[src/design/sram_pkg.sv]
package sram_pkg;

  // AXI-lite side
  localparam int axil_addr_width = 12;
  localparam int data_width = 32;
  localparam int strb_width = data_width / 8;

  // SRAM side
  localparam int word_addr_width = 10;
  localparam int bank_count = 4;
  localparam int bank_sel_width = 2;
  localparam int row_width = 8;

  localparam logic [1:0] resp_okay = 2'b00;

  // word address seen either flat or as row and bank
  // bank in the low bits so consecutive words land in different banks
  typedef union packed {
    logic [word_addr_width-1:0] flat;
    struct packed {
      logic [row_width-1:0] row;
      logic [bank_sel_width-1:0] bank;
    } split;
  } sram_addr_u;

endpackage

[src/design/bank_resp_merge.sv]
`timescale 1ns/1ps

module bank_resp_merge (
  input  logic                                                     clk,
  input  logic                                                     rst_n,

  input  logic                                                     ord_push,
  input  logic [sram_pkg::bank_sel_width-1:0]                      ord_bank,
  output logic                                                     ord_full,

  input  logic [sram_pkg::bank_count-1:0]                          bank_resp_valid,
  input  logic [sram_pkg::bank_count-1:0][sram_pkg::data_width-1:0] bank_resp_data,
  output logic [sram_pkg::bank_count-1:0]                          bank_resp_ready,

  output logic                                                     rd_resp_valid,
  output logic [sram_pkg::data_width-1:0]                          rd_resp_data,
  input  logic                                                     rd_resp_ready
);
  import sram_pkg::*;

  // a bank holds one read at most so one entry per bank
  logic [bank_sel_width-1:0] ord_q [bank_count];
  logic [bank_sel_width-1:0] wr_ptr;
  logic [bank_sel_width-1:0] rd_ptr;
  logic [bank_sel_width:0]   count;

  logic                      fifo_empty;
  logic                      head_valid;
  logic [bank_sel_width-1:0] head_bank;
  logic                      take;
  logic                      push_store;
  logic                      pop;

  assign fifo_empty = (count == '0);

  // count the push still on its way in
  assign ord_full = (int'(count) + int'(ord_push)) >= bank_count;

  // incoming entry is the head of an empty FIFO
  assign head_bank  = fifo_empty ? ord_bank : ord_q[rd_ptr];
  assign head_valid = ~fifo_empty | ord_push;

  assign rd_resp_valid = head_valid & bank_resp_valid[head_bank];
  assign rd_resp_data  = bank_resp_data[head_bank];

  always_comb begin
    bank_resp_ready = '0;
    bank_resp_ready[head_bank] = head_valid & rd_resp_ready;
  end

  assign take       = rd_resp_valid & rd_resp_ready;
  assign push_store = ord_push & ~(fifo_empty & take);
  assign pop        = take & ~fifo_empty;

  always_ff @(posedge clk) begin
    if (push_store) begin
      ord_q[wr_ptr] <= ord_bank;
    end
  end

  always_ff @(posedge clk) begin
    if (!rst_n) begin
      wr_ptr <= '0;
      rd_ptr <= '0;
      count  <= '0;
    end else begin
      if (push_store) begin
        wr_ptr <= wr_ptr + 1'b1;
      end
      if (pop) begin
        rd_ptr <= rd_ptr + 1'b1;
      end
      if (push_store && !pop) begin
        count <= count + 1'b1;
      end else if (pop && !push_store) begin
        count <= count - 1'b1;
      end
    end
  end

endmodule

[config.mk]
export PLATFORM = sky130hd
export DESIGN_NAME = bank_resp_merge
export DESIGN_NICKNAME = d
export VERILOG_FILES = /design/src/design/sram_pkg.sv /design/src/design/bank_resp_merge.sv
export SDC_FILE = /design/constraint.sdc
export NUM_CORES = 1
export LEC_CHECK = 0
export ABC_AREA = 1
export BUFFER_PORTS_ARGS = -buffer_cell sky130_fd_sc_hd__buf_2
export CORE_MARGIN = 2
export CORE_UTILIZATION = 41
export CTS_BUF_LIST = sky130_fd_sc_hd__clkbuf_16
export CTS_CLUSTER_SIZE = 8
export DETAILED_ROUTE_END_ITERATION = 8
export PLACE_DENSITY = 0.88
export SLEW_MARGIN = 20
export SYNTH_ARGS = -nofsm -noshare
export SYNTH_HDL_FRONTEND = slang
export SYNTH_SLANG_ARGS = --single-unit
[constraint.sdc]
create_clock -name clk -period 3.9 [get_ports clk]
set_input_delay 0.195 -clock clk [delete_from_list [all_inputs] [get_ports clk]]
set_output_delay 0.195 -clock clk [all_outputs]
set_load 0.05 [all_outputs]
==> qor.yml <==
run_status: "finished, final reports clean"
initial_core_util_pct: 42.91
ys_warnings: 0
number_of_buffers_added_for_setup_after_cts: 0
die_y_um: 71.97
worst_skew_pair.late_latency_ns: 0.25
mostFrequentLayoutCell: "buf_2"
detail_route.iter0.violations: 209
most-common-layout-cells: "175 x buf_2, 104 x nand3_1, 32 x a22oi_1"
critical_path.cell_chain: "nor2_2, nand2_4, inv_2, nand2_2, nand2_2, buf_4, nor2_2, buf_4, a22oi_1, nand3_1, buf_2"
finalHoldViolCount: 0
num_vias: 2738
drt_pass1_iterations: 4
synth_xor_area_share_pct: 0.4624
max-slew-margin-rel_pct: 36.41
ctsHtreeMaxLevel: 1
drcViolationCount: 0
fmax_mhz: 308.5
routabilityCongestion: 0.9300
post_route_cells_drive_above_1_share_pct: 48.30
first_global_vias: 2493
synth_fa_ha_area_share_pct: 4.359
synth_top_cell_by_area: "nand3_1"
worstPathRequired_ns: 3.70
crit_buf_inv: 4
antenna-diode-count: 0
final_core_utilization_pct: 64.71
dieWidth_um: 71.97
grt_start_max_net_pins: 43
clkSinkCount: 17
cts_buffer_depth: 2
post_synth_and_or_nand_nor_area_fraction_pct: 47.23
maximum_single_stage_delay_on_the_critical_path_ns: 0.75
setup_repair_after_global_routing_missed_its_margin: "no"
met1_length_um: 3022
io-pin-count: 176
area_of_the_die_um2: 5180
routed.top_layer: "met4"
buffer_ports.inserted: 175
row_count: 24
netlist_area_um2: 1894
report.final.setup_viol: 0
antenna_violating_nets_post_route: 0
worst_path_dominant_cell_family: "simple AND/OR/NAND/NOR gates"
standard_cell_with_the_maximum_stage_delay_on_the_critical_path: "nor2_2"
critical_path.startpoint_type: "flop"
wl_met2_um: 3673
timing_worst_slew_pin_value_ns: 0.9528
root_buffer: "clkbuf_16"
hold_buffers: 0
synthesized_area_fraction_occupied_by_ao_oa_aoi_and_oai_cells_pct: 15.46
synth_top_cell_area_share_pct: 27.48
postRouteWirelength_um: 7788
cp.arrival_ns: 3.05
netlist_instances: 276
setup_tns_ns: 0
wire_length_of_the_first_global_routing_pass_um: 11710
cts_buffers: 3
synth.top_cells.by_area: "nand3_1 27%, a22oi_1 13%, edfxtp_1 13%"
grt.overflow.total: 0
layout.nets: 586
synthesis.nets: 420
grt_util_all_layers_pct: 28.49
detailedPlacementHpwl_um: 6186
route.detailed.vias_per_inst: 5.554
synth-seq-cells: 17
drv_slew: 0
timing.setup.critical_path_class: "flop to output pin"
final_period_demand_of_the_worst_path_ns: 3.242
ctsResizeCount: 0
synthesis.area_per_instance_um2: 6.863
clk_pin_slew_worst_paths_ns: 0.05
ys_types: 29
clock_skew_ns: 0.004112
timing.hold.worst.class: "input pin to flop"
maxCapViolCount: 0
critPathMaxFanout: 24
wl_met3_um: 999
tritoncts: "done"
synth.mux.area_fraction_pct: 0
drt-wirelength-per-cell_um: 15.80
min_period_over_period_pct: 83.12
worst_setup_path_end_kind: "output pin"
area_growth_pct: 50.79
synth-seq-area-share_pct: 22.19
core_area_um2: 4414
grt_antenna_before_repair: 0
largest_family_of_logic_cells_by_synthesized_area: "simple AND/OR/NAND/NOR gates"
-- layer usage --
metal  track usage, %  vias up
li1                 -     1328
met1            36.27     1250
met2            47.63      150
met3            9.861       10
met4            4.612        0
met5                0        -
-- worst paths after layout --
| check | to | slack (ns) | startpoint | depth (start not counted) |
|---|---|---|---|---|
| worst max-delay path | rd_resp_data[18] | 0.66 | count[0] | 11 |
| worst min-delay path | ord_q[3][1] | 0.20 | ord_bank[1] | 1 |
| worst max register to register | count[2] | 0.84 | count[0] | 17 |
| worst min register to register | count[2] | 0.50 | count[2] | 2 |
-- worst register-to-register path, stage by stage (launching register included) --
cell     delay, ns
dfxtp_1       0.36
nor2_2        0.17
nand2_4       0.11
or2_4         0.25
nand2_4       0.36
nand3_2       0.17
nand2_2       0.13
inv_2         0.05
nand4_4       0.11
nand2_2       0.09
inv_1         0.06
ha_1          0.14
inv_1         0.07
fa_1          0.37
a21oi_1       0.14
o21ai_0       0.11
o21ai_0       0.18
a21oi_1       0.06
-- stage by stage --
stage	hold WS, ns	cells	worst slack (ns)	instance area (um^2)
global placement	0.4592	489	1.015	2776
CTS	0.1927	493	0.6664	2856
finish	0.2007	493	0.6582	2856
global route	0.2059	493	0.4535	2856
detailed placement	0.4523	489	0.8957	2776
floorplan	0.2939	276	1.423	1894
-- cells in the mapped netlist --
cell and n:
a21oi_1 5, nor3_1 3, nor2_1 15, inv_1 19, or2_4 2, edfxtp_1 8
or2_2 1, buf_6 1, xor2_1 1, dfxtp_1 9, nand3b_4 1, nand3_1 104
buf_4 5, buf_2 6, clkbuf_1 8, nand4_1 1, nand2_4 3, nor2_4 1
a21boi_1 1, nand4_4 1, nor2_2 2, nand2_1 22, fa_1 1, inv_2 4
a22oi_1 32, ha_1 5, nand2_2 5, o21ai_0 4, nand3_2 6
-- final cells by class --
class	instances	area, um^2
Clock buffer	3	75.07
Clock inverter	1	5.005
Fill cell	390	1558
Inverter	23	86.33
Multi-Input combinational cell	216	1284
Sequential cell	17	420.4
Tap cell	52	65.06
Timing Repair Buffer	181	920.9
-- logic make-up after synthesis --
kind of cell	Yosys count
AOI/OAI and AO/OA	42
xor gates and xnor gates	1
adders and majority gates	6
buffers and inverters	43
DFF	17
and+or+nand+nor	167
Power is left out: the tool's default activity adds up to more than one toggle a clock period on the data nets, which glitch-free logic cannot reach.
