## src/design/sram_pkg.sv

```systemverilog
package sram_pkg;

  // AXI-lite side
  localparam int axil_addr_width = 12;
  localparam int data_width = 32;
  localparam int strb_width = data_width / 8;

  // SRAM side
  localparam int word_addr_width = 10;
  localparam int bank_count = 4;
  localparam int bank_sel_width = 2;
  localparam int row_width = 8;

  localparam logic [1:0] resp_okay = 2'b00;

  // word address seen either flat or as row and bank
  // bank in the low bits so consecutive words land in different banks
  typedef union packed {
    logic [word_addr_width-1:0] flat;
    struct packed {
      logic [row_width-1:0] row;
      logic [bank_sel_width-1:0] bank;
    } split;
  } sram_addr_u;

endpackage

```

## src/design/bank_dispatch.sv

```systemverilog
`timescale 1ns/1ps

module bank_dispatch (
  input  logic                                 clk,
  input  logic                                 rst_n,

  input  logic                                 cmd_valid,
  output logic                                 cmd_ready,
  input  logic [sram_pkg::word_addr_width-1:0] cmd_addr,
  input  logic                                 cmd_wr_en,
  input  logic [sram_pkg::data_width-1:0]      cmd_wr_data,
  input  logic [sram_pkg::strb_width-1:0]      cmd_wr_strb,

  output logic [sram_pkg::bank_count-1:0]      bank_cmd_valid,
  input  logic [sram_pkg::bank_count-1:0]      bank_cmd_ready,
  output logic [sram_pkg::row_width-1:0]       bank_row,
  output logic                                 bank_wr_en,
  output logic [sram_pkg::data_width-1:0]      bank_wr_data,
  output logic [sram_pkg::strb_width-1:0]      bank_wr_strb,

  output logic                                 ord_push,
  output logic [sram_pkg::bank_sel_width-1:0]  ord_bank,
  input  logic                                 ord_full
);
  import sram_pkg::*;

  sram_addr_u addr;
  logic       ord_ok;
  logic       rd_acc;

  assign addr.flat = cmd_addr;

  // reads also need room in the order FIFO
  assign ord_ok = cmd_wr_en | ~ord_full;

  always_comb begin
    bank_cmd_valid = '0;
    bank_cmd_valid[addr.split.bank] = cmd_valid & ord_ok;
  end

  assign cmd_ready = bank_cmd_ready[addr.split.bank] & ord_ok;
  assign rd_acc    = cmd_valid & cmd_ready & ~cmd_wr_en;

  // row and write payload are shared by all banks
  assign bank_row     = addr.split.row;
  assign bank_wr_en   = cmd_wr_en;
  assign bank_wr_data = cmd_wr_data;
  assign bank_wr_strb = cmd_wr_strb;

  // order entry appears together with the bank's response
  always_ff @(posedge clk) begin
    if (!rst_n) begin
      ord_push <= 1'b0;
    end else begin
      ord_push <= rd_acc;
    end
  end

  always_ff @(posedge clk) begin
    if (rd_acc) begin
      ord_bank <= addr.split.bank;
    end
  end

endmodule

```

## config.mk

```make
export PLATFORM = sky130hd
export DESIGN_NAME = bank_dispatch
export DESIGN_NICKNAME = d
export VERILOG_FILES = /design/src/design/sram_pkg.sv /design/src/design/bank_dispatch.sv
export SDC_FILE = /design/constraint.sdc
export NUM_CORES = 1
export LEC_CHECK = 0
export BUFFER_PORTS_ARGS = -buffer_cell sky130_fd_sc_hd__clkbuf_2
export CORE_MARGIN = 5
export CORE_UTILIZATION = 26
export CTS_BUF_LIST = sky130_fd_sc_hd__clkbuf_4
export CTS_CLUSTER_SIZE = 25
export DETAILED_ROUTE_END_ITERATION = 8
export PLACE_DENSITY = 0.86
export SLEW_MARGIN = 20
export SYNTH_ARGS = -nofsm -noshare
export SYNTH_HDL_FRONTEND = slang
export SYNTH_SLANG_ARGS = --single-unit
```

## constraint.sdc

```tcl
create_clock -name clk -period 2.61 [get_ports clk]
set_input_delay 0.1305 -clock clk [delete_from_list [all_inputs] [get_ports clk]]
set_output_delay 0.1305 -clock clk [all_outputs]
set_load 0.05 [all_outputs]
```

==> impl.org <==
** Logic synthesis
- The synthesized design devotes to its leading area cell type 65.9% of total area.
- For this run, the number of Yosys warnings is 0.
- The cell area that synthesis handed to floorplanning was 513 µm².
- Counting every net in the synthesized netlist gives 113.
- Sorting the synthesized cells by area gives the leading types as buf_4 (66%), edfxtp_1 (12%), mux4_2 (4.4%).
- After synthesis, the mean cell area works out to 8.84 µm².
- Gate count of the mapped netlist :: 58
- The netlist uses 12 different library cells.
- Fraction of synthesis flops using an asynchronous set or reset pin :: 0%
- The most used flip-flop cell after synthesis is edfxtp_1.
- Yosys mapped a number of flops with a built-in enable equal to 2.
- Counting flops and latches in the post-synthesis netlist gives 3.
- In the post-synthesis netlist, the cell with the most instances is buf_4.
- Leading area contributor after synthesis :: buf_4
- Sequential cells were found to cover 15.6% of the synthesized design area.
- Most frequent cells after synthesis :: buf_4 (45), edfxtp_1 (2), nor2b_1 (2)

** Layout
- Fillcell total :: 221
- In the final design database the tool counted 92 nets.
- Final core utilization :: 17.4%
- Proportion of layout cells with a drive suffix above 1 :: 69.4%
- The repair_antennas step left the layout with diodes totalling 0.
- Synth-to-layout area growth :: -34.9%
- Post-Layout Cell Count :: 63

** Clocking
- For this design, the sink count on the clock tree is 3.
- Setup Buffers After CTS :: 0
- Maximum clock insertion buffer count :: 2
- Clock transition time at the flip-flop clock pins of the worst setup and hold paths :: 30 ps
- Buffers inserted to repair hold after CTS numbered 0.
- CTS tree :: built
- Resize count post-CTS :: 0
- The number of clock buffers added by TritonCTS is 3.
- In this run the clock root is driven by a clkbuf_4.
- CTS built an H-tree with a depth of 1.

** Power and ir drop
- Worst vdd rail ir drop :: 188 µV
- Int Pwr :: 0.000136 W
- Switching Share :: 28.7%
- Ratio of total power to cell area :: 570 mW/mm²
- For this design the total switching power over the nets is 0.0000546 W.
- In this run, the combinational gates consume 25.3% of the power.
- Registers are responsible for 27.8% of the overall power.
- Leakage power total :: 0.162 nW
- The clock network is responsible for 46.9% of the overall power.

** Floorplanning
- Number of standard-cell rows in the floorplan :: 16
- Die boundary height :: 54.4 µm
- Initial standard-cell utilization of the core :: 26.7%
- Horiz. Die Dim :: 54.4 µm
- I/O pin count :: 108
- Floorplan Core Area :: 0.00192 mm²
- The floorplan step defined a die boundary enclosing 0.00296 mm².

** Drt
- First-pass detailed-route iteration total :: 2
- In this run, the number of DRC markers left after iteration 0 of detailed routing was 2.
- Wire per inst :: 16.2 µm
- Number of vias per cell after detailed routing :: 4.22
- In this run the remaining antenna-violating nets after routing total 0.
- Summing over every cut layer, the via total after detailed routing is 266.
- Total wirelength of the detailed-routed design :: 1.02 mm
- Residual DRC count :: 0

** Global routing
- Global router's overall resource usage :: 6.65%
- After global routing the overflow that remains totals 0.
- Number of global-route vias before repair :: 265
- Global-route wire length before repair :: 1.34 mm
- Maximum number of pins on one net before global-route repair :: 7
- Antenna violations before repair :: 0

** Placed design
- Detail Placement HPWL :: 886 µm
- Before CTS, the worst setup slack after placement is 1290 ps.
- RePlAce Congestion :: 0.551
- Total instance count after detailed placement :: 59
- The count of buffers added on input and output ports is 19.

** STA
- In the finished design, the share of the clock period the worst path needs comes to 50.2%.
- The worst pin sits at a relative slew slack of 81.1%.
- The max-slew violation count is 0.
- Summed over all failing endpoints, the final setup total negative slack is 0 ps.
- Measured slew at the worst slew-check pin :: 282 ps
- Setup violations remaining at the end of the flow were counted as 0.
- The number of hold-slack violations in the final timing report was 0.
- Once routing completed, OpenROAD measured the worst setup slack at 1300 ps.
- Unrepaired setup endpoints after global routing :: false
- Clock period minus final worst setup slack :: 1310 ps
- The tightest hold path in the finished design has a slack of 163 ps.
- Upper clock frequency limit :: 0.763 GHz

** Min path
- Worst min-delay path class :: input pin to flop
- For hold timing, the worst endpoint is ord_bank[1].
- In this run the most critical hold path is launched from cmd_addr[1].
- Hold depth :: 1

** Setup path
- CP required :: 2480 ps
- The worst setup path is captured at an output pin.
- CP Max Fanout :: 6
- Data arrival time of the worst path :: 1180 ps
- Critical Setup Path Class :: input pin to output pin
- Startpoint class of the critical path :: input pin

** Flow run
- Max-capacitance violation count :: 0

** Status
- Outcome :: completed
## flip-flops by register name, summed over array words and instances, names as in the netlist
signal	flops
ord_bank	2
ord_push	1
## per-layer routing
metal	global-route usage [%]	wire length, µm	vias to the layer above
li1	-	-	102
met1	2.76	216	106
met2	10.2	440	42
met3	8.17	288	16
met4	8.30	76	0
met5	0	0	-
## power by group through the flow
stage / clock (W) / sequential [W] / combinational [W]
floorplan: 0 / 0.0000589 / 0.000209
global route: 0.0000983 / 0.0000530 / 0.0000511
global placement: 0 / 0.0000536 / 0.0000477
CTS: 0.0000938 / 0.0000529 / 0.0000487
finish: 0.0000892 / 0.0000529 / 0.0000481
detailed placement: 0 / 0.0000536 / 0.0000486
## cell families after synthesis
group	share of synthesized area (%)
simple gates	14.1
flops	15.6
mux	4.39
buf+inv	65.9
## cell type report
type	instances	area [µm²]	area share [%]
Sequential cell	3	80.1	24.0
Timing Repair Buffer	19	95.1	28.5
Multi-Input combinational cell	10	95.1	28.5
Clock buffer	4	30.0	8.99
Tap cell	27	33.8	10.1
## cells in the final DEF, fill, tap and decap left out
| master | count |
|---|---|
| mux4_2 | 1 |
| nor2_1 | 1 |
| and4_1 | 1 |
| edfxtp_1 | 2 |
| nor4bb_1 | 1 |
| and4bb_2 | 1 |
| nor2b_1 | 2 |
| clkbuf_2 | 19 |
| and3_1 | 1 |
| nor4b_1 | 1 |
| clkbuf_4 | 4 |
| and4b_1 | 1 |
| dfxtp_1 | 1 |
## critical path: stages
cell and delay [ps]:
clkbuf_2 140, mux4_2 520, nor2b_1 150, clkbuf_2 240
## per-stage QoR
stage	cell area (µm²)	power (W)
finish	334	0.000190
global route	334	0.000202
CTS	334	0.000195
detailed placement	304	0.000102
global placement	304	0.000101
floorplan	513	0.000268
## worst max path at each step
| stage | start | end | slack, ps | cells after the start |
|---|---|---|---|---|
| 2_1_floorplan | ord_full | bank_cmd_valid[0] | 580 | 2 |
| 3_3_place_gp | cmd_addr[0] | cmd_ready | 1310 | 4 |
| 3_5_place_dp | cmd_addr[0] | cmd_ready | 1290 | 4 |
| 4_1_cts | cmd_addr[0] | cmd_ready | 1290 | 4 |
| 5_1_grt | cmd_addr[0] | cmd_ready | 1260 | 4 |
| 6_report | cmd_addr[0] | cmd_ready | 1300 | 4 |
(Power assumes the default switching activity.)
