<file path="config.mk">
export PLATFORM = sky130hd
export DESIGN_NAME = axil_sram_bridge
export DESIGN_NICKNAME = d
export VERILOG_FILES = /design/src/design/sram_pkg.sv /design/src/design/axil_sram_bridge.sv
export SDC_FILE = /design/constraint.sdc
export NUM_CORES = 1
export LEC_CHECK = 0
export BUFFER_PORTS_ARGS = -buffer_cell sky130_fd_sc_hd__buf_2
export CAP_MARGIN = 15
export CORE_MARGIN = 1
export CORE_UTILIZATION = 40
export DETAILED_ROUTE_END_ITERATION = 10
export PLACE_DENSITY = 0.8
export SYNTH_ARGS = -nofsm -noshare
export SYNTH_HDL_FRONTEND = slang
export SYNTH_SLANG_ARGS = --single-unit
</file>
<file path="constraint.sdc">
create_clock -name clk -period 4.6 [get_ports clk]
set_clock_uncertainty 0.1 [all_clocks]
set_input_delay 0.69 -clock clk [delete_from_list [all_inputs] [get_ports clk]]
set_output_delay 0.69 -clock clk [all_outputs]
set_load 0.01 [all_outputs]
</file>
<file path="src/design/sram_pkg.sv">
package sram_pkg;

  // AXI-lite side
  localparam int axil_addr_width = 12;
  localparam int data_width = 32;
  localparam int strb_width = data_width / 8;

  // SRAM side
  localparam int word_addr_width = 10;
  localparam int bank_count = 4;
  localparam int bank_sel_width = 2;
  localparam int row_width = 8;

  localparam logic [1:0] resp_okay = 2'b00;

  // word address seen either flat or as row and bank
  // bank in the low bits so consecutive words land in different banks
  typedef union packed {
    logic [word_addr_width-1:0] flat;
    struct packed {
      logic [row_width-1:0] row;
      logic [bank_sel_width-1:0] bank;
    } split;
  } sram_addr_u;

endpackage

</file>
<file path="src/design/axil_sram_bridge.sv">
`timescale 1ns/1ps

module axil_sram_bridge (
  input  logic                                 clk,
  input  logic                                 rst_n,

  input  logic [sram_pkg::axil_addr_width-1:0] awaddr,
  input  logic                                 awvalid,
  output logic                                 awready,
  input  logic [sram_pkg::data_width-1:0]      wdata,
  input  logic [sram_pkg::strb_width-1:0]      wstrb,
  input  logic                                 wvalid,
  output logic                                 wready,
  output logic                                 bvalid,
  output logic [1:0]                           bresp,
  input  logic                                 bready,

  input  logic [sram_pkg::axil_addr_width-1:0] araddr,
  input  logic                                 arvalid,
  output logic                                 arready,
  output logic [sram_pkg::data_width-1:0]      rdata,
  output logic [1:0]                           rresp,
  output logic                                 rvalid,
  input  logic                                 rready,

  output logic                                 cmd_valid,
  input  logic                                 cmd_ready,
  output logic [sram_pkg::word_addr_width-1:0] cmd_addr,
  output logic                                 cmd_wr_en,
  output logic [sram_pkg::data_width-1:0]      cmd_wr_data,
  output logic [sram_pkg::strb_width-1:0]      cmd_wr_strb,

  input  logic                                 rd_resp_valid,
  input  logic [sram_pkg::data_width-1:0]      rd_resp_data,
  output logic                                 rd_resp_ready
);
  import sram_pkg::*;

  logic                       aw_held;
  logic [axil_addr_width-1:0] aw_addr_q;
  logic                       w_held;
  logic [data_width-1:0]      w_data_q;
  logic [strb_width-1:0]      w_strb_q;
  logic                       b_pending;

  logic                       aw_present;
  logic                       w_present;
  logic [axil_addr_width-1:0] wr_addr;
  logic                       b_block;
  logic                       wr_go;
  logic                       wr_acc;

  // held halves win over the live channel
  assign aw_present = aw_held | awvalid;
  assign w_present  = w_held | wvalid;
  assign wr_addr    = aw_held ? aw_addr_q : awaddr;

  // only one write response outstanding
  assign b_block = b_pending & ~bready;
  assign wr_go   = aw_present & w_present & ~b_block;
  assign wr_acc  = wr_go & cmd_ready;

  // writes take the command port first
  assign cmd_valid   = wr_go | arvalid;
  assign cmd_wr_en   = wr_go;
  assign cmd_addr    = wr_go ? wr_addr[axil_addr_width-1:2] : araddr[axil_addr_width-1:2];
  assign cmd_wr_data = w_held ? w_data_q : wdata;
  assign cmd_wr_strb = w_held ? w_strb_q : wstrb;

  // a free skid slot always takes its half
  assign awready = ~aw_held;
  assign wready  = ~w_held;
  assign arready = ~wr_go & cmd_ready;

  always_ff @(posedge clk) begin
    if (!rst_n) begin
      aw_held <= 1'b0;
    end else if (wr_acc) begin
      aw_held <= 1'b0;
    end else if (awvalid && !aw_held) begin
      aw_held <= 1'b1;
    end
  end

  always_ff @(posedge clk) begin
    if (awvalid && !aw_held && !wr_acc) begin
      aw_addr_q <= awaddr;
    end
  end

  always_ff @(posedge clk) begin
    if (!rst_n) begin
      w_held <= 1'b0;
    end else if (wr_acc) begin
      w_held <= 1'b0;
    end else if (wvalid && !w_held) begin
      w_held <= 1'b1;
    end
  end

  always_ff @(posedge clk) begin
    if (wvalid && !w_held && !wr_acc) begin
      w_data_q <= wdata;
      w_strb_q <= wstrb;
    end
  end

  // b response on the edge after the write is accepted
  always_ff @(posedge clk) begin
    if (!rst_n) begin
      b_pending <= 1'b0;
    end else if (wr_acc) begin
      b_pending <= 1'b1;
    end else if (bready) begin
      b_pending <= 1'b0;
    end
  end

  assign bvalid = b_pending;
  assign bresp  = resp_okay;

  // read data comes straight from the merge
  assign rvalid        = rd_resp_valid;
  assign rdata         = rd_resp_data;
  assign rresp         = resp_okay;
  assign rd_resp_ready = rready;

endmodule

</file>
==> insert_results.sql <==
INSERT INTO impl_metrics (metric_group, metric, value, unit) VALUES
('status', 'outcome', 'finished, final reports clean', ''),
('timing', 'slew_violations', '0', ''),
('grt', 'grt_first_pass_wirelength', '6982', 'um'),
('critical_path', 'worst_setup_path_startpoint', 'w_held', ''),
('clock_tree', 'cts-hold-fix-buffers', '0', ''),
('flow_run', 'maxCapViolCount', '0', ''),
('floorplanning', 'boundaryPins', '191', ''),
('clock_tree', 'clkSlewWorstSetupHoldPaths', '90', 'ps'),
('clock_tree', 'cts_root_buf', 'clkbuf_8', ''),
('cells_and_area', 'design.final.nets', '350', ''),
('floorplanning', 'floorplan.die.height', '81.33', 'um'),
('timing', 'finalHoldViolCount', '0', ''),
('critical_path', 'startpoint_type', 'flop', ''),
('critical_path', 'slowest_cell_on_the_critical_path', 'dfxtp_2', ''),
('worst_hold_path', 'timing.hold.worst.class', 'primary input to flop', ''),
('synthesis', 'syn_avg_cell_area', '14.98', 'um^2'),
('timing', 'period_minus_slack', '3195', 'ps'),
('timing', 'rsz0062_at_grt', 'no', ''),
('route', 'wire_per_inst', '14.76', 'um'),
('place', 'dp_hpwl', '3558', 'um'),
('critical_path', 'worstReg2RegStart', 'w_held', ''),
('grt', 'global_route.overflow_total', '0', ''),
('floorplanning', 'fp.dieW', '81.33', 'um'),
('synthesis', 'ys.warnings.count', '0', ''),
('critical_path', 'worst_ep_required_time', '3810', 'ps'),
('synthesis', 'synth.distinct_cells', '18', ''),
('timing', 'final.period_utilization', '69.45', '%'),
('place', 'io_buffers', '114', ''),
('clock_tree', 'cts-resized-gates', '0', ''),
('timing', 'final-setup-viol-count', '0', ''),
('synthesis', 'synthesis.instances', '168', ''),
('route', 'dr_total_vias', '1586', ''),
('cells_and_area', 'final_layout_size_suffix_gt1_share', '73.20', '%'),
('cells_and_area', 'nFillCells', '548', ''),
('clock_tree', 'clock_insertion_delay_worst_skew', '290', 'ps'),
('critical_path', 'critPathMaxFanout', '39', ''),
('synthesis', 'synth-seq-cells', '49', ''),
('cells_and_area', 'finish.utilization', '49.85', '%'),
('critical_path', 'path_buf_inv', '1', ''),
('route', 'drt_first_pass_iters', '4', ''),
('clock_tree', 'cts_max_path_buffers', '2', ''),
('clock_tree', 'numClockSinks', '49', ''),
('floorplanning', 'core-area', '0.005991', 'mm^2'),
('grt', 'pin_count_of_the_biggest_net_entering_global_routing', '40', ''),
('timing', 'setup_ws', '1405', 'ps'),
('cells_and_area', 'area_growth', '18.64', '%'),
('clock_tree', 'htree_num_levels', '2', ''),
('grt', 'antenna_found_initial', '0', ''),
('critical_path', 'cp_slowest_stage_delay', '890', 'ps'),
('cells_and_area', 'antenna_cell_count', '0', ''),
('critical_path', 'worstPathCellList', 'o22ai_2 -> nor2_4 -> mux2_2 -> buf_2', ''),
('timing', 'sum_neg_setup_slack', '0', 'ps'),
('critical_path', 'critPathCaptureType', 'output pin', ''),
('timing', 'worst_pin_slew', '990.1', 'ps'),
('place', 'gp_congestion', '0.6604', ''),
('route', 'detail_route.iter0.violations', '45', ''),
('critical_path', 'r2r_cells', '3', ''),
('place', 'detailedPlace.worstSlack', '1656', 'ps'),
('critical_path', 'worst-r2r-setup-slack', '2150', 'ps'),
('grt', 'first_global_vias', '1442', ''),
('timing', 'max_slew_margin', '33.99', '%'),
('timing', 'achievable-frequency', '313.0', 'MHz'),
('floorplanning', 'placementRows', '28', ''),
('clock_tree', 'post_cts_buffers', '0', ''),
('synthesis', 'synth_sequential_area_ratio', '57.26', '%'),
('critical_path', 'critical_path_cell_count', '4', ''),
('critical_path', 'critPathKind', 'flop to output pin', ''),
('floorplanning', 'design.die.area', '0.006615', 'mm^2'),
('clock_tree', 'cts_made_buffers', '5', ''),
('critical_path', 'endpoint', 'cmd_addr[4]', ''),
('pwr', 'power_leakage', '1.238', 'nW'),
('route', 'wl', '4796', 'um'),
('critical_path', 'worst_ep_arrival_time', '2400', 'ps'),
('synthesis', 'synth_area', '0.002517', 'mm^2'),
('route', 'postRouteAntennaNets', '0', ''),
('timing', 'holdWs', '473.9', 'ps'),
('grt', 'grt.total_usage', '14.37', '%'),
('clock_tree', 'tritoncts_clock_tree', 'done', ''),
('route', 'routed_via_density', '4.880', ''),
('floorplanning', 'starting_density_of_the_core', '42.02', '%'),
('pwr', 'pwrdens', '330.2', 'mW/mm^2'),
('route', 'route.detailed.drc', '0', ''),
('critical_path', 'top_family_by_delay_on_critical_path', 'flip-flops', ''),
('critical_path', 'worst_reg2reg_path_endpoint', 'aw_addr_q[9]', ''),
('pwr', 'vdd_ir_drop_max', '0.0001503', 'V');
-- cell usage after synthesis, drive strengths merged --
library cell,count,area share [%]
a21oi,4,0.80
or2,1,0.25
and2b,1,0.30
o22ai,1,0.50
mux2,56,25
nand2,4,0.60
conb,1,0.15
o21ai,2,0.40
buf,44,13
dfxtp,3,2.4
inv,2,0.30
nor2,1,0.45
o31ai,1,0.30
edfxtp,46,55
nor2b,1,0.25
-- worst min-delay path by stage --
stage / start / end / slack, ps / cells after the start
after floorplan: w_held / bvalid / 500 / 2
after global placement: bvalid / bvalid / 560 / 2
after detailed placement: bvalid / bvalid / 570 / 2
after CTS: wdata[9] / w_data_q[9] / 460 / 1
after global routing: wdata[9] / w_data_q[9] / 460 / 1
final: wdata[14] / w_data_q[14] / 470 / 1
-- power by group --
| part | total, W | internal, W | switching [W] | leakage [nW] |
|---|---|---|---|---|
| sequential | 0.000543 | 0.000523 | 0.0000201 | 0.461 |
| clock | 0.000248 | 0.000107 | 0.000141 | 0.0374 |
| combinational | 0.000195 | 0.000105 | 0.0000898 | 0.740 |
-- worst register-to-register path, stage by stage, from the launching register on --
cell and delay [ps]:
dfxtp_2 890, o22ai_2 200, nor2_4 470, a21oi_1 440
-- placed cells by master, fill, tap and decap left out, drive strengths merged --
cell,instances
o21ai,2
mux2,56
clkinvlp,2
clkbuf,6
o22ai,1
nor2,1
edfxtp,46
dfxtp,3
buf,115
o31ai,1
a21oi,4
and2b,1
nor2b,1
conb,4
or2,1
nand2,4
inv,2
-- routing by layer --
layer	track usage [%]	vias up	share of wire (%)
met4	7.143	0	1.8
li1	-	730	-
met5	0	-	0
met1	16.74	772	39
met2	23.83	73	52
met3	4.382	11	6.9
-- registers in the layout, summed over array words and instances, names as in the netlist --
| signal | flops |
|---|---|
| aw_held | 1 |
| w_held | 1 |
| w_data_q | 32 |
| aw_addr_q | 10 |
| bvalid | 1 |
| w_strb_q | 4 |
-- through the flow --
step                      instance area [um^2]   power, W  cells
final                                     2987  0.0009862    325
after global routing                      2987   0.001036    325
after CTS                                 2967  0.0009977    324
after detailed placement                  2879  0.0007491    316
after global placement                    2879  0.0007418    316
after floorplan                           2529  0.0006952    171
-- area by class of cell --
cell class	count	area (um^2)	area share [%]
clock buffers	6	72.57	2.430
clock inverters	2	15.01	0.5027
inverters	2	7.507	0.2514
multi-input cells	76	764.5	25.60
flip-flops and latches	49	1443	48.30
well taps	75	93.84	3.142
repair buffers	115	590.6	19.77
-- cells by family after synthesis --
logic type | after synthesis | synth area share (%)
buffers and inverters | 46 | 13.27
multiplexers | 56 | 25.50
AND/OR/NAND/NOR | 8 | 1.839
flip-flops | 49 | 57.26
other | 1 | 0.1490
AO/OA/AOI/OAI | 8 | 1.988
Note: power is estimated with default switching activity, not from simulation.
